$ cat src/verilog/host_fifo_pkg.sv
/*
 * Shared constants and types for the host FIFO bridge logic
 * Every FIFO word is 64 bits, and the to-host port is shared by exactly two peers
 * Sequencer command words are decoded as either a SET or a DELAY view of one word
 * Opcodes other than SET and DELAY are legal and only produce a completion word
 */
package host_fifo_pkg;

   // FIFO geometry
   localparam int word_width = 64;             // Host FIFO word, both directions

   // To-host requesters
   localparam int num_peers = 2;
   localparam int tag_width = (num_peers > 1) ? $clog2(num_peers) : 1;

   // Source tags, also the arbiter request index
   localparam int peer_loopback  = 0;
   localparam int peer_sequencer = 1;

   // Sequencer opcodes, top byte of a command
   localparam logic [7:0] op_set   = 8'h01;    // Load seq_out
   localparam logic [7:0] op_delay = 8'h02;    // Wait a number of clocks

   localparam logic [3:0] led_reset_value = 4'h5;   // LED pattern until first channel 0 word

   // SET command layout
   typedef struct packed
   {
      logic [7:0]  opcode;
      logic [39:0] reserved;                   // Ignored on input
      logic [15:0] value;                      // New seq_out value
   } seq_set_t;

   // DELAY command layout
   typedef struct packed
   {
      logic [7:0]  opcode;
      logic [23:0] reserved;                   // Ignored on input
      logic [31:0] cycles;                     // Zero completes without waiting
   } seq_delay_t;

   // One command word, read raw or through either command view
   typedef union packed
   {
      logic [word_width-1:0] raw;
      seq_set_t              set_view;
      seq_delay_t            delay_view;
   } seq_cmd_u;

   // Peer request to the to-host arbiter
   // Word must stay stable while pending is high and no grant was seen
   typedef struct packed
   {
      logic                  pending;          // Word waiting for the host
      logic [word_width-1:0] word;
   } tpc_req_t;

endpackage

$ cat src/verilog/host_dsp_top.sv
/*
 * FPGA-side logic behind the host FIFO bridge, one clock domain
 * Channel 0 is echoed back by the loopback peer, channel 1 feeds the sequencer
 * Both peers share the to-host port, and tpc_source tells them apart
 * From-host inputs are first-word-fall-through; tpc_ready means room for two words
 */
`timescale 1ns/1ps

module host_dsp_top
(
   input  logic        clock,
   input  logic        rst_n,
   // From-host channel 0, loopback
   input  logic [63:0] fpc0_word,
   input  logic        fpc0_valid,
   output logic        fpc0_read,
   // From-host channel 1, sequencer commands
   input  logic [63:0] fpc1_word,
   input  logic        fpc1_valid,
   output logic        fpc1_read,
   // Shared to-host port
   input  logic        tpc_ready,
   output logic        tpc_write,
   output logic [63:0] tpc_word,
   output logic        tpc_source,
   // Board outputs
   output logic [3:0]  led,
   output logic [15:0] seq_out
);

   import host_fifo_pkg::*;

   tpc_req_t               lb_req;
   tpc_req_t               seq_req;
   tpc_req_t               peer_req [num_peers];   // Indexed by source tag
   logic [num_peers-1:0]   peer_grant;

   assign peer_req[peer_loopback]  = lb_req;
   assign peer_req[peer_sequencer] = seq_req;

   loopback_channel u_loopback
   (
      .clock     (clock),
      .rst_n     (rst_n),
      .fpc_word  (fpc0_word),
      .fpc_valid (fpc0_valid),
      .fpc_read  (fpc0_read),
      .req       (lb_req),
      .grant     (peer_grant[peer_loopback]),
      .led       (led)
   );

   pulse_sequencer u_sequencer
   (
      .clock     (clock),
      .rst_n     (rst_n),
      .fpc_word  (fpc1_word),
      .fpc_valid (fpc1_valid),
      .fpc_read  (fpc1_read),
      .req       (seq_req),
      .grant     (peer_grant[peer_sequencer]),
      .seq_out   (seq_out)
   );

   to_host_arbiter u_arbiter
   (
      .clock      (clock),
      .rst_n      (rst_n),
      .req        (peer_req),
      .grant      (peer_grant),
      .tpc_ready  (tpc_ready),
      .tpc_write  (tpc_write),
      .tpc_word   (tpc_word),
      .tpc_source (tpc_source)
   );

endmodule

$ cat src/verilog/loopback_channel.sv
/*
 * Echo of from-host channel 0 back to the host
 * Holds one word at a time, so a new word is popped only after the held one is granted
 * The LEDs follow bits 3:0 of each popped word, starting from the reset pattern
 */
`timescale 1ns/1ps

module loopback_channel
(
   input  logic                    clock,
   input  logic                    rst_n,
   input  logic [63:0]             fpc_word,   // FWFT data, valid with fpc_valid
   input  logic                    fpc_valid,
   output logic                    fpc_read,
   output host_fifo_pkg::tpc_req_t req,
   input  logic                    grant,
   output logic [3:0]              led
);

   import host_fifo_pkg::*;

   logic        pop;                           // Word consumed at this edge
   logic        pending;                       // Held word not yet granted
   logic [63:0] held_word;

   assign pop = fpc_read && fpc_valid;

   // Read enable, holding flag and LEDs
   always_ff @(posedge clock or negedge rst_n)
   begin
      if (!rst_n)
      begin
         fpc_read <= 1'b0;
         pending  <= 1'b0;
         led      <= led_reset_value;
      end
      else if (pop)
      begin
         fpc_read <= 1'b0;                     // Hold off until the echo is granted
         pending  <= 1'b1;
         led      <= fpc_word[3:0];
      end
      else if (grant)
      begin
         pending  <= 1'b0;
         fpc_read <= 1'b1;                     // Holding register free again
      end
      else if (!pending)
      begin
         fpc_read <= 1'b1;
      end
   end

   // Echo payload
   always_ff @(posedge clock)
   begin
      if (pop)
         held_word <= fpc_word;
   end

   assign req.pending = pending;
   assign req.word    = held_word;

   // Holding register is single entry
   a_no_pop_while_pending : assert property
      (@(posedge clock) disable iff (!rst_n) pop |-> !pending);

endmodule

$ cat src/verilog/pulse_sequencer.sv
/*
 * Command-driven pulse sequencer on from-host channel 1
 * One command in flight; the next is popped once its completion word is granted
 * Completion word is the opcode, 40 zero bits and a 16-bit running count
 * The count wraps after 65535 commands
 */
`timescale 1ns/1ps

module pulse_sequencer
(
   input  logic                    clock,
   input  logic                    rst_n,
   input  logic [63:0]             fpc_word,   // FWFT command word
   input  logic                    fpc_valid,
   output logic                    fpc_read,
   output host_fifo_pkg::tpc_req_t req,
   input  logic                    grant,
   output logic [15:0]             seq_out
);

   import host_fifo_pkg::*;

   typedef enum logic [1:0]
   {
      st_idle,                                 // Waiting for a command
      st_execute,                              // Decode and act, one cycle
      st_delay,                                // Counting down a DELAY
      st_report                                // Completion word pending
   } seq_state_t;

   seq_state_t  state;
   seq_cmd_u    cmd_q;                         // Command under execution
   logic        pop;
   logic [31:0] delay_cnt;                     // Cycles left in st_delay
   logic [15:0] done_count;                    // Commands granted so far

   assign pop = fpc_read && fpc_valid;

   always_ff @(posedge clock or negedge rst_n)
   begin
      if (!rst_n)
      begin
         state      <= st_idle;
         fpc_read   <= 1'b0;
         seq_out    <= 16'h0;
         delay_cnt  <= 32'h0;
         done_count <= 16'h0;
      end
      else
      begin
         case (state)
            st_idle:
            begin
               if (pop)
               begin
                  fpc_read <= 1'b0;
                  state    <= st_execute;
               end
               else
               begin
                  fpc_read <= 1'b1;            // Keep asking until a command shows up
               end
            end

            st_execute:
            begin
               case (cmd_q.set_view.opcode)
                  op_set:
                  begin
                     seq_out <= cmd_q.set_view.value;
                     state   <= st_report;
                  end
                  op_delay:
                  begin
                     if (cmd_q.delay_view.cycles == 32'h0)
                        state <= st_report;    // Zero delay completes at once
                     else
                     begin
                        delay_cnt <= cmd_q.delay_view.cycles;
                        state     <= st_delay;
                     end
                  end
                  default:
                  begin
                     state <= st_report;       // Unknown opcode, completion only
                  end
               endcase
            end

            st_delay:
            begin
               delay_cnt <= delay_cnt - 32'd1;
               if (delay_cnt == 32'd1)
                  state <= st_report;          // Last delay cycle
            end

            st_report:
            begin
               if (grant)
               begin
                  done_count <= done_count + 16'd1;
                  fpc_read   <= 1'b1;          // Pop the next command right away
                  state      <= st_idle;
               end
            end

            default:
            begin
               state <= st_idle;
            end
         endcase
      end
   end

   // Command capture, payload only
   always_ff @(posedge clock)
   begin
      if (pop)
         cmd_q.raw <= fpc_word;
   end

   // Count in the word already includes this command
   assign req.pending = (state == st_report);
   assign req.word    = {cmd_q.set_view.opcode, 40'h0, done_count + 16'd1};

   // Countdown always leaves st_delay before reaching zero
   a_delay_no_underflow : assert property
      (@(posedge clock) disable iff (!rst_n) (state == st_delay) |-> (delay_cnt != 32'h0));

endmodule

$ cat src/verilog/to_host_arbiter.sv
/*
 * Round-robin arbiter for the single to-host write port
 * Grant is combinational and only given while tpc_ready is high
 * Word and source tag are registered, so the write comes one cycle after grant
 * The source tag port is one bit, which limits this block to two peers
 */
`timescale 1ns/1ps

module to_host_arbiter
(
   input  logic                                  clock,
   input  logic                                  rst_n,
   input  host_fifo_pkg::tpc_req_t               req [host_fifo_pkg::num_peers],
   output logic [host_fifo_pkg::num_peers-1:0]   grant,
   input  logic                                  tpc_ready,   // Room for two more words
   output logic                                  tpc_write,
   output logic [63:0]                           tpc_word,
   output logic                                  tpc_source   // Index of the winning peer
);

   import host_fifo_pkg::*;

   logic [tag_width-1:0] last_winner;          // Peer granted most recently
   logic [tag_width-1:0] pick;                 // Round-robin choice this cycle
   logic                 pick_valid;           // Some peer is pending
   logic                 issue;                // Grant happens at this edge
   int unsigned          cand;

   // Search starts just after the last winner
   always_comb
   begin
      pick_valid = 1'b0;
      pick       = last_winner;
      cand       = 0;
      for (int unsigned off = 1; off <= num_peers; off++)
      begin
         cand = (int'(last_winner) + off) % num_peers;
         if (!pick_valid && req[cand].pending)
         begin
            pick       = cand[tag_width-1:0];
            pick_valid = 1'b1;
         end
      end
   end

   assign issue = tpc_ready && pick_valid;

   always_comb
   begin
      grant = '0;
      if (issue)
         grant[pick] = 1'b1;
   end

   always_ff @(posedge clock or negedge rst_n)
   begin
      if (!rst_n)
      begin
         tpc_write   <= 1'b0;
         last_winner <= tag_width'(num_peers - 1);   // Peer 0 wins the first tie
      end
      else
      begin
         tpc_write <= issue;
         if (issue)
            last_winner <= pick;
      end
   end

   // Registered port word and source tag
   always_ff @(posedge clock)
   begin
      if (issue)
      begin
         tpc_word   <= req[pick].word;
         tpc_source <= pick;
      end
   end

   a_grant_onehot0 : assert property
      (@(posedge clock) disable iff (!rst_n) $onehot0(grant));

endmodule
$ cat config.mk
export PLATFORM = sky130hd
export DESIGN_NAME = host_dsp_top
export DESIGN_NICKNAME = d
export VERILOG_FILES = /design/src/verilog/host_fifo_pkg.sv /design/src/verilog/host_dsp_top.sv /design/src/verilog/loopback_channel.sv /design/src/verilog/pulse_sequencer.sv /design/src/verilog/to_host_arbiter.sv
export SDC_FILE = /design/constraint.sdc
export NUM_CORES = 1
export LEC_CHECK = 0
export BUFFER_PORTS_ARGS = -buffer_cell sky130_fd_sc_hd__buf_2
export CORE_MARGIN = 1.5
export CORE_UTILIZATION = 50
export DETAILED_ROUTE_END_ITERATION = 6
export PLACE_DENSITY = 0.74
export SETUP_SLACK_MARGIN = 0.2
export SYNTH_ARGS = -nofsm -noshare
export SYNTH_HDL_FRONTEND = slang
export SYNTH_HIERARCHICAL = 1
export SYNTH_SLANG_ARGS = --single-unit
$ cat constraint.sdc
create_clock -name clock -period 4.3 [get_ports clock]
set_clock_uncertainty 0.2 [all_clocks]
set_input_delay 0.86 -clock clock [delete_from_list [all_inputs] [get_ports clock]]
set_output_delay 0.86 -clock clock [all_outputs]
set_load 0.02 [all_outputs]
==> summary.md, run 1 <==
| Metric | Value |
|---|---|
| Status | finished, final reports clean |
| Number of diodes | 0 |
| Critical path capture point | u_sequencer/state[1] |
| Inserted Clock Buffers | 27 |
| Sequential share of the synthesized area | 0.643 |
| Unrepaired setup endpoints after global routing | false |
| WP data required | 4.50 ns |
| Final Power | 8.76 mW |
| PortBufs | 196 |
| Tcrit/Tclk final | 0.639 |
| Max IR drop VDD | 0.355 mV |
| Row cnt | 53 |
| HPWL Detailed | 14.2 mm |
| I/O pin count | 221 |
| Setup-failing EPs final | 0 |
| Chip Width | 150 um |
| Overall routed net length | 21.0 mm |
| First-pass GRT wire length | 33.1 mm |
| Slew @ Worst Pin | 1.10 ns |
| Final nets | 1098 |
| Power per Cell Area | 689 nW/um^2 |
| Area added between synthesis and finish | 17.4% |
| Reg area | 6960 sq um |
| Vias in the first global route | 6417 |
| Max-slew headroom | 0.265 |
| Wire per inst | 16.8 um |
| Initial antenna violation count | 2 |
| Share of async-settable or async-resettable flops after synthesis | 0.307 |
| WP data arrival | 2.95 ns |
| Reg2Reg Capture Point | u_sequencer/state[1] |
| Syn Inst Count | 756 |
| Share of cells above drive strength 1 | 0.354 |
| Die Y | 150 um |
| Worst setup startpoint | u_sequencer/state[0] |
| Hold Fails Final Rpt | 0 |
| Worst min path class | register to register |
| Crit Path Max Fanout | 9 |
| Final Critical Period | 2.75 ns |
| Final Max Slew Viols | 0 |
| FILL cells | 1623 |
| Sum Neg Setup Slack | 0 ns |
| Footprint of the multi-input gates | 3380 sq um |
| Clk sinks | 244 |
| Via count | 6582 |
| Hold wc startpoint | u_sequencer/seq_out[4] |
| Gp weighted congestion | 0.815 |
| Largest net degree at the start of global routing | 76 |
| Reg2reg path depth | 8 |
| Hold bufs inserted after CTS | 0 |
| Synthesized area | 10800 sq um |
| CTS root buffer | clkbuf_16 |
| R2R Path Start | u_sequencer/state[0] |
| Gr usage total | 0.184 |
| Flip-flop and latch count after synthesis | 244 |
| Worst-path clk slew | 0.06 ns |
| Critical Path Start Type | register |
| Core Box Area | 21200 sq um |
| R2r setup slk | 1.55 ns |
| Synth Flop Type | edfxtp_1 |
| First-pass detailed-route iteration total | 5 |
| Post-route ant nets | 0 |
| Yosys warning count | 6 |
| DRC errors left | 0 |
| Clock Latency Late Sink | 0.53 ns |
| Distinct cells, synth | 69 |
| Crit Path Class | register to register |
| Worst Setup End Kind | register |
| Total gr overflow | 0 |
| Max-cap violations | 0 |
| Syn_area_per_cell | 14.3 sq um |
| Die area | 22500 sq um |
| Clk buf depth | 3 |
| Max H-tree Level | 1 |
| 1st-iter DRT viols | 456 |
| CTS tree | yes |
| FMAX | 364 MHz |
| EDFF count, synth | 169 |
| Vias per std cell | 5.25 |
| Initial Util | 0.512 |
| Post-CTS Resized | 0 |
| Total setup buffers inserted after CTS | 0 |
| Leakage | 5.36 nW |
[per-layer routing]
layer | global-route usage | vias up | wire, um
met4 | 0.0544 | 4 | 510
met2 | 0.317 | 211 | 10300
met3 | 0.0379 | 44 | 1280
met1 | 0.236 | 3198 | 8950
met5 | 0 | - | 29
li1 | - | 3125 | -
[cells in the final DEF (no fill, tap or decap), types with 4 or more instances in the layout]
| master | Yosys | final |
|---|---|---|
| o22a_1 | 4 | 4 |
| or4_4 | 4 | 4 |
| mux2_1 | 12 | 12 |
| nor3_1 | 15 | 15 |
| nor2_1 | 36 | 36 |
| buf_2 | 5 | 195 |
| and4_1 | 4 | 4 |
| edfxtp_1 | 169 | 169 |
| inv_1 | 15 | 14 |
| mux2_2 | 22 | 22 |
| o31ai_1 | 4 | 4 |
| a21oi_1 | 45 | 45 |
| clkbuf_16 | 0 | 27 |
| dfrtp_1 | 72 | 72 |
| nand2b_1 | 6 | 6 |
| nor4_1 | 14 | 14 |
| buf_4 | 53 | 15 |
| o22ai_1 | 13 | 13 |
| o21ai_0 | 15 | 15 |
| ha_1 | 7 | 6 |
| conb_1 | 1 | 40 |
| nand2_1 | 60 | 60 |
| clkbuf_1 | 10 | 10 |
| nand3_1 | 14 | 14 |
| nand4_1 | 4 | 4 |
| mux2_4 | 53 | 53 |
| xnor2_1 | 12 | 12 |
| xor2_1 | 17 | 17 |
[synthesized netlist by cell type (3+ instances only)]
cell	number	area, sq um
edfxtp_1	169	5070
dfrtp_1	72	1800
nand2_1	60	225
buf_4	53	398
mux2_4	53	796
a21oi_1	45	225
nor2_1	36	135
mux2_2	22	248
xor2_1	17	149
inv_1	15	56.3
nor3_1	15	75.1
o21ai_0	15	75.1
nand3_1	14	70.1
nor4_1	14	87.6
o22ai_1	13	81.3
mux2_1	12	135
xnor2_1	12	105
clkbuf_1	10	37.5
ha_1	7	87.6
buf_12	6	120
nand2b_1	6	37.5
buf_2	5	25.0
and4_1	4	35.0
nand4_1	4	25.0
o21a_1	4	30.0
o22a_1	4	35.0
o31ai_1	4	30.0
or4_4	4	45.0
a31oi_1	3	18.8
dfstp_2	3	78.8
o2bb2ai_1	3	26.3
o32ai_1	3	26.3
or3_1	3	18.8
[cell families (layout without fill, tap and decap cells)]
family                   count (synthesis)  count (layout)  synth area share
AO/OA/AOI/OAI                          110             110            0.0631
XOR/XNOR                                29              29            0.0235
adder cells (fa/ha/maj)                  7               7           0.00809
buffers and inverters                   91             275            0.0602
flip-flops                             244             244             0.643
multiplexers                            89              89             0.111
other                                    1              40          0.000347
AND/OR/NAND/NOR                        185             185            0.0912
[through the flow]
| stage | instances | cell area (sq um) | util | hold WS, ns | setup slack [ns] |
|---|---|---|---|---|---|
| after global routing | 1254 | 12700 | 0.601 | 0.282 | 1.36 |
| after CTS | 1254 | 12700 | 0.601 | 0.282 | 1.55 |
| after floorplan | 795 | 11000 | - | 0.258 | 1.30 |
| final | 1254 | 12700 | 0.601 | 0.284 | 1.55 |
| after global placement | 1204 | 11800 | 0.559 | 0.272 | 1.53 |
| after detailed placement | 1204 | 11800 | 0.559 | 0.275 | 1.50 |
[area by class of cell]
class	instances	area share
flip-flops and latches	244	0.547
repair buffers	210	0.0857
clock buffers	40	0.0594
well taps	275	0.0271
multi-input cells	460	0.266
inverters	15	0.00443
clock inverters	10	0.0103
[state kept, by name, indices dropped and copies added (netlist names)]
register / flops
u_arbiter/tpc_word: 64
u_loopback/held_word: 64
u_sequencer/cmd_q: 40
u_sequencer/delay_cnt: 32
u_sequencer/done_count: 16
u_sequencer/seq_out: 16
u_loopback/led: 4
u_sequencer/state: 2
u_arbiter/last_winner: 1
u_arbiter/tpc_source: 1
u_arbiter/tpc_write: 1
u_loopback/fpc_read: 1
u_loopback/pending: 1
u_sequencer/fpc_read: 1
[where the power goes]
| group | switching (mW) | total (mW) | internal [mW] |
|---|---|---|---|
| combinational | 1.55 | 2.76 | 1.21 |
| clock | 0.898 | 2.29 | 1.39 |
| sequential | 0.389 | 3.71 | 3.32 |
| total | 2.84 | 8.76 | 5.92 |
[how the worst min path moves through the flow]
stage                     slack (ns)                         end  cells past startpoint
final                           0.28      u_sequencer/seq_out[4]                      1
after global routing            0.28       u_sequencer/cmd_q[62]                      1
after CTS                       0.28    u_loopback/held_word[42]                      1
after detailed placement        0.28  u_sequencer/done_count[15]                      1
after global placement          0.27      u_sequencer/seq_out[1]                      1
after floorplan                 0.26   u_sequencer/delay_cnt[30]                      1
[critical path, stage by stage, from the launching register on]
cell and delay, ns:
dfrtp_1 0.43, ha_1 0.42, nand2_1 0.12, a21oi_1 0.21, nor2b_1 0.13, nor4b_1 0.34, a41o_1 0.25, a21boi_2 0.19
mux2_1 0.33
No activity file was read; power rests on OpenSTA's default activity.
==> run 2, diff against run 1 <==
clock period = 2.6 ns   (was 4.3 ns; I/O delays follow)
==> run 2 against run 1 <==
Effect of this change:
- largest power group unchanged
- die area is the same
- worst setup slack lost 1.5 ns
- highest routed layer unchanged
- register-to-register slack lost 1.5 ns
- critical path type unchanged
- cell count grew 12%
- critical endpoint unchanged
- count of clock-buffer cells in the layout shrank 12
- clock power grew 66%
- via count grew 10%
- sequential power grew 65%
- cell area grew 14%
==> summary.md, run 2 (same netlist as run 1, synthesis figures left out) <==
| Metric | Value |
|---|---|
| Logic pwr share | 0.354 (was 0.315) |
| Gp weighted congestion | 0.849 (was 0.815) |
| Area added between synthesis and finish | 33.3% (was 17.4%) |
| Via count | 7263 (was 6582) |
| WP data required | 2.78 ns (was 4.50 ns) |
| Post-route ant nets | 0 (unchanged) |
| Switching Share | 0.323 (was 0.324) |
| Leakage | 6.11 nW (was 5.36 nW) |
| Share of cells above drive strength 1 | 0.377 (was 0.354) |
| Wire per inst | 17.4 um (was 16.8 um) |
| CTS tree | yes (unchanged) |
| HPWL Detailed | 15.0 mm (was 14.2 mm) |
| FILL cells | 1463 (was 1623) |
| Largest registers | u_arbiter/tpc_word x64, u_loopback/held_word x64, u_sequencer/cmd_q x40 (unchanged) |
| PortBufs | 196 (unchanged) |
| Largest net degree at the start of global routing | 43 (was 76) |
| Switching pwr | 4.95 mW (was 2.84 mW) |
| WP data arrival | 2.70 ns (was 2.95 ns) |
| Commonest non-fill, non-tap cells in the layout | buf_2 (196), edfxtp_1 (169), dlygate4sd3_1 (102) (was buf_2 (195), edfxtp_1 (169), dfrtp_1 (72)) |
| Crit Path Max Fanout | 3 (was 9) |
| Inserted Clock Buffers | 25 (was 27) |
| 1st-iter DRT viols | 357 (was 456) |
| Worst setup startpoint | u_sequencer/delay_cnt[26] (was u_sequencer/state[0]) |
| Row cnt | 53 (unchanged) |
| Clk buf depth | 3 (unchanged) |
| Cell internal pwr | 10.4 mW (was 5.92 mW) |
| Hold Fails Final Rpt | 0 (unchanged) |
| Overall routed net length | 24.4 mm (was 21.0 mm) |
| CTS root buffer | clkbuf_16 (unchanged) |
| Power per Cell Area | 1060 nW/um^2 (was 689 nW/um^2) |
| Initial Util | 0.512 (unchanged) |
| First-pass detailed-route iteration total | 5 (unchanged) |
| First-pass GRT wire length | 37.3 mm (was 33.1 mm) |
| Worst-path clk slew | 0.06 ns (about the same) |
| Crit Path Class | register to register (unchanged) |
| Gr usage total | 0.210 (was 0.184) |
| Fin util | 0.682 (was 0.601) |
| Vias in the first global route | 7406 (was 6417) |
| Critical Path Start Type | register (unchanged) |
| R2R Path Start | u_sequencer/delay_cnt[26] (was u_sequencer/state[0]) |
| Most common cell after layout, fill and taps aside | buf_2 (unchanged) |
| I/O pin count | 221 (unchanged) |
| Die Y | 150 um (unchanged) |
| Sequential power share | 0.398 (was 0.424) |
| Sum Neg Setup Slack | 0 ns (unchanged) |
| Slew @ Worst Pin | 0.586 ns (was 1.10 ns) |
| Max-slew headroom | 0.609 (was 0.265) |
| DRC errors left | 0 (unchanged) |
| Tcrit/Tclk final | 0.970 (was 0.639) |
| Worst Setup End Kind | register (unchanged) |
| Max H-tree Level | 1 (unchanged) |
| Unrepaired setup endpoints after global routing | true (was false) |
| Hold wc startpoint | fpc0_word[21] (was u_sequencer/seq_out[4]) |
| Initial antenna violation count | 2 (unchanged) |
| Final nets | 1248 (was 1098) |
| Die area | 22500 sq um (unchanged) |
| Clock Latency Late Sink | 0.51 ns (was 0.53 ns) |
| Status | finished, final reports clean (unchanged) |
| FMAX | 397 MHz (was 364 MHz) |
| Final Hold Slack | 0.0139 ns (was 0.284 ns) |
| Clk sinks | 244 (unchanged) |
| Max IR drop VDD | 0.802 mV (was 0.355 mV) |
| Max-cap violations | 0 (unchanged) |
| Final Critical Period | 2.52 ns (was 2.75 ns) |
| Core Box Area | 21200 sq um (unchanged) |
| Vias per std cell | 5.18 (was 5.25) |
| Setup-failing EPs final | 0 (unchanged) |
| Final Max Slew Viols | 0 (unchanged) |
| Total gr overflow | 0 (unchanged) |
| Chip Width | 150 um (unchanged) |
| Worst min path class | input port to register (was register to register) |
| Clock power frac | 0.248 (was 0.261) |
-- run 2: changes by cell type in the layout (fill, tap and decap cells not counted), moves of 3 or more --
cell	previous run	this run
bufinv_16	3	6
dlygate4sd3_1	0	102
a21oi_2	0	3
buf_4	15	52
a21oi_1	45	42
buf_6	0	4
nor4_1	14	7
clkbuf_8	3	0
nor3_1	15	12
nor4_2	1	6
clkbuf_1	10	3
buf_12	0	6
-- run 2: routing by layer --
layer / routed length, um / track usage
met5: 13 / 0
met2: 12900 / 0.389
met3: 1380 / 0.0342
met1: 9640 / 0.254
met4: 434 / 0.0539
-- run 2: power groups by stage --
stage          Sequential [mW]  Clock (mW)  Combinational [mW]
5_1_grt                   6.23        4.04                5.86
4_1_cts                   6.08        3.88                5.16
3_3_place_gp              6.09           0                4.86
6_report                  6.11        3.81                5.43
3_5_place_dp              6.15           0                4.98
2_1_floorplan             6.64           0                3.24
-- run 2: path summary, 6_finish.rpt --
path | endpoint | slack (ns) | cells past startpoint
hold / removal | u_loopback/held_word[21] | 0.01 | 1
setup / recovery | u_sequencer/state[1] | 0.08 | 6
max in group asynchronous | u_arbiter/last_winner | 1.19 | 3
hold reg to reg | u_sequencer/seq_out[4] | 0.28 | 1
setup reg to reg | u_sequencer/state[1] | 0.08 | 6
min in group asynchronous | u_sequencer/seq_out[8] | 0.34 | 2
-- run 2: stage by stage --
step	worst slack, ns	std cells	cell area, sq um	total power [mW]
after global routing	0.0126	1401	14400	16.1
after floorplan	0.140	795	11000	9.88
after CTS	0.0508	1389	14100	15.1
after detailed placement	0.0423	1241	12200	11.1
after global placement	0.104	1241	12200	11.0
final	0.0780	1402	14400	15.3
-- run 2: layout make-up --
type / count / area, sq um / share of cell area
flip-flops and latches: 244 / 6960 / 0.482
multi-input cells: 460 / 3580 / 0.248
repair buffers: 362 / 2610 / 0.181
clock buffers: 28 / 637 / 0.0441
well taps: 275 / 344 / 0.0239
clock inverters: 17 / 240 / 0.0167
inverters: 15 / 60.1 / 0.00416
diodes: 1 / 2.50 / 0.000173
-- run 2: what timing repair did --
action	4_1_cts	5_1_grt
endpoints found under the hold margin	135	2
pin swaps	4	5
cloned	0	3
hold buffers	100	2
resized for setup	4	40
buffers inserted	3	7
setup endpoints to repair	8	34
-- run 2: worst max-delay path, cell delays in order, from the launching register on --
cell,delay [ns]
dfrtp_1,0.38
or4_4,0.53
or4_4,0.46
nor2_4,0.10
a41o_1,0.19
a21boi_4,0.20
mux2_4,0.32
==> run 3, diff against run 2 <==
ABC_AREA = 1   (was unset)
PLACE_DENSITY = 0.73   (was 0.74)
==> run 3 against run 2 <==
Effect of this change:
- count of clock-buffer cells in the layout up 8
- clock power grew 4%
- the flow now finishes with violations (DRC)
- global-route usage is 0.37 points higher
- worst hold slack gained 0.10 ns
- fmax increased by 20%
- die area is 3.8% higher
- flip-flop and latch count unchanged
- largest power group unchanged
==> summary.md, run 3 <==
| Metric | Value |
|---|---|
| Status | finished, violations left (was finished, final reports clean) |
| Failing checks | DRC |
| Crit-path leading delay family | simple AND/OR/NAND/NOR gates (unchanged) |
| FMAX | 475 MHz (was 397 MHz) |
| Yosys warning count | 6 (unchanged) |
| DRC errors left | 19 (was 0) |
| Synth Flop Type | edfxtp_1 (unchanged) |
| Fin util | 0.652 (was 0.682) |
| Post-route ant nets | 0 (unchanged) |
| Power per Cell Area | 711 nW/um^2 (was 1060 nW/um^2) |
| Tcrit/Tclk final | 0.810 (was 0.970) |
| Max-slew headroom | 0.616 (was 0.609) |
| Crit Path Max Fanout | 24 (was 3) |
| Die Y | 153 um (was 150 um) |
| I/O pin count | 221 (unchanged) |
| Clock Latency Late Sink | 0.52 ns (was 0.51 ns) |
| Final Max Slew Viols | 0 (unchanged) |
| Overall routed net length | 24.9 mm (was 24.4 mm) |
| Final nets | 1574 (was 1248) |
| Worst Setup End Kind | register (unchanged) |
| CTS root buffer | clkbuf_16 (unchanged) |
| WP data required | 2.80 ns (was 2.78 ns) |
| Vias per std cell | 4.78 (was 5.18) |
| Max H-tree Level | 1 (unchanged) |
| Hold EP | u_sequencer/fpc_read (was u_loopback/held_word[21]) |
| Largest net degree at the start of global routing | 72 (was 43) |
| Top-count cell post-synth | nand2_1 (was edfxtp_1) |
| Final Critical Period | 2.11 ns (was 2.52 ns) |
| Sequential share of the synthesized area | 0.619 (was 0.643) |
| Area added between synthesis and finish | 27.2% (was 33.3%) |
| Max stage delay on crit path | 0.47 ns (was 0.53 ns) |
| Clk sinks | 244 (unchanged) |
| CTS tree | yes (unchanged) |
| HPWL Detailed | 16.2 mm (was 15.0 mm) |
| Crit Path Class | register to register (unchanged) |
| Critical-path top delay cell | nand3_2 (was or4_4) |
| Reg2Reg Capture Point | u_sequencer/seq_out[13] (was u_sequencer/state[1]) |
| Commonest cells post-synth | nand2_1 (442), edfxtp_1 (169), nor2_1 (95) (was edfxtp_1 (169), dfrtp_1 (72), nand2_1 (60)) |
| Core Box Area | 22000 sq um (was 21200 sq um) |
| Hold wc startpoint | fpc1_valid (was fpc0_word[21]) |
| Gp weighted congestion | 0.861 (was 0.849) |
| First-pass GRT wire length | 40.4 mm (was 37.3 mm) |
| Vias in the first global route | 8450 (was 7406) |
| Final worst slack | 0.495 ns (was 0.0780 ns) |
| Gr usage total | 0.214 (was 0.210) |
| R2r setup slk | 0.49 ns (was 0.08 ns) |
| Worst-path clk slew | 0.06 ns (about the same) |
| R2R Path Start | u_sequencer/state[1] (was u_sequencer/delay_cnt[26]) |
| Reg2reg path depth | 6 (unchanged) |
| Via count | 8302 (was 7263) |
| Flip-flop and latch count after synthesis | 244 (unchanged) |
| Inserted Clock Buffers | 26 (was 25) |
| Hold Crit Depth | 4 (was 1) |
| Synthesized area | 11200 sq um (was 10800 sq um) |
| Initial antenna violation count | 2 (unchanged) |
| Commonest non-fill, non-tap cells in the layout | nand2_1 (439), buf_2 (195), edfxtp_1 (169) (was buf_2 (196), edfxtp_1 (169), dlygate4sd3_1 (102)) |
| Wire per inst | 14.3 um (was 17.4 um) |
| Syn Inst Count | 1132 (was 756) |
| Max-cap violations | 0 (unchanged) |
| Share of cells above drive strength 1 | 0.229 (was 0.377) |
| CP bufs+invs | 2 (was 0) |
| Most common cell after layout, fill and taps aside | nand2_1 (was buf_2) |
| Critical Path Start Type | register (unchanged) |
| Worst min path class | input port to register (unchanged) |
| Top post-synthesis cells by area | edfxtp_1 (45%), dfrtp_1 (16%), nand2_1 (15%) (was edfxtp_1 (47%), dfrtp_1 (17%), mux2_4 (7.4%)) |
| Initial Util | 0.512 (about the same) |
| Crit-path cells | inv_1 > ha_1 > nand3_2 > buf_4 > nand2_1 > o21ai_1 (was or4_4 > or4_4 > nor2_4 > a41o_1 > a21boi_4 > mux2_4) |
| Cell taking the most area after synthesis | edfxtp_1 (unchanged) |
| Total gr overflow | 0 (unchanged) |
| Row cnt | 54 (was 53) |
| Leakage | 6.42 nW (was 6.11 nW) |
| First-pass detailed-route iteration total | 7 (was 5) |
| Share of async-settable or async-resettable flops after synthesis | 0.307 (unchanged) |
| EDFF count, synth | 169 (unchanged) |
| WP data arrival | 2.30 ns (was 2.70 ns) |
| Slew @ Worst Pin | 0.577 ns (was 0.586 ns) |
| Final Hold Slack | 0.115 ns (was 0.0139 ns) |
| Largest registers | u_arbiter/tpc_word x64, u_loopback/held_word x64, u_sequencer/cmd_q x40 (unchanged) |
| Max IR drop VDD | 0.535 mV (was 0.802 mV) |
| Clk buf depth | 3 (unchanged) |
| Die area | 23400 sq um (was 22500 sq um) |
| 1st-iter DRT viols | 614 (was 357) |
| PortBufs | 196 (unchanged) |
| Distinct cells, synth | 39 (was 69) |
| Chip Width | 153 um (was 150 um) |
| Syn_area_per_cell | 9.93 sq um (was 14.3 sq um) |
| Total setup buffers inserted after CTS | 0 (was 3) |
| Unrepaired setup endpoints after global routing | false (was true) |
| Setup-failing EPs final | 0 (unchanged) |
| Post-placement worst setup slack | 0.455 ns (was 0.0423 ns) |
| Hold Fails Final Rpt | 0 (unchanged) |
| Share of the synthesized area in the top cell type | 0.451 (was 0.469) |
==> run 3: changes by cell type in the layout (fill, tap and decap cells not counted), moves of 17 or more <==
cell / previous run / this run
a21oi_1: 42 / 6
mux2_4: 55 / 0
mux2_2: 21 / 4
nand2_2: 1 / 18
nand3_1: 12 / 33
nor2_1: 35 / 93
nand2_1: 59 / 439
o21ai_1: 2 / 22
buf_4: 52 / 8
inv_1: 14 / 66
==> run 3: worst register-to-register path: cells and delay by family (launching register included) <==
| family | cells | cell delay, ns |
|---|---|---|
| AOI/OAI and AO/OA | 1 | 0.06 |
| adders and majority gates | 1 | 0.32 |
| buffers and inverters | 2 | 0.46 |
| DFF | 1 | 0.42 |
| and+or+nand+nor | 2 | 0.53 |
==> run 3: routing by layer <==
| layer | up-vias | global-route usage | share of wire |
|---|---|---|---|
| met5 | - | 0 | 0 |
| met4 | 0 | 0.0714 | 0.025 |
| met3 | 49 | 0.0332 | 0.057 |
| met2 | 244 | 0.396 | 0.51 |
| met1 | 3835 | 0.254 | 0.41 |
| li1 | 4174 | - | - |
==> run 3: logic make-up after synthesis <==
logic type / Yosys count / synth area share
simple gates: 628 / 0.235
flops: 244 / 0.619
buf+inv: 153 / 0.0791
compound gates: 77 / 0.0411
xor+xnor: 18 / 0.0140
fa+ha+maj: 7 / 0.00779
mux: 4 / 0.00401
other cells: 1 / 0.000333
==> run 3: power breakdown <==
group | switching, mW | internal [mW]
clock network | 1.49 | 2.48
registers | 0.128 | 4.75
logic | 0.846 | 0.474
==> run 3: repair_timing <==
| action | in CTS | in global routing |
|---|---|---|
| hold buffers | 105 | 0 |
| setup endpoints to repair | 0 | 0 |
| gates resized for setup | 0 | 0 |
| hold endpoints to repair | 182 | 0 |
==> run 3: layout make-up <==
type | count | area (sq um)
timing repair buffer | 313 | 2190
clock inverter | 12 | 193
tap | 280 | 350
clock buffer | 36 | 739
inverter | 75 | 292
antenna | 2 | 5.00
multi-input combinational | 774 | 3590
fill | 1663 | 7650
sequential | 244 | 6960
==> run 3: per-stage QoR <==
step	setup TNS, ns	total power [mW]	instances	instance area, sq um
4_1_cts	0	10.3	1734	14300
3_3_place_gp	0	6.12	1581	12300
5_1_grt	0	10.6	1736	14300
6_report	0	10.2	1736	14300
3_5_place_dp	0	6.16	1581	12300
2_1_floorplan	-0.0977	5.69	1171	11500
==> run 3: worst max path at each step <==
| stage | startpoint | endpoint | slack (ns) | depth (start not counted) |
|---|---|---|---|---|
| detailed placement | u_sequencer/state[1] | u_sequencer/seq_out[9] | 0.46 | 6 |
| floorplan | u_sequencer/state[0] | u_sequencer/state[0] | -0.01 | 10 |
| finish | u_sequencer/state[1] | u_sequencer/seq_out[13] | 0.49 | 6 |
| CTS | u_sequencer/state[1] | u_sequencer/seq_out[9] | 0.44 | 6 |
| global route | u_sequencer/state[1] | u_sequencer/seq_out[13] | 0.33 | 6 |
| global placement | u_sequencer/state[1] | u_sequencer/seq_out[14] | 0.51 | 4 |
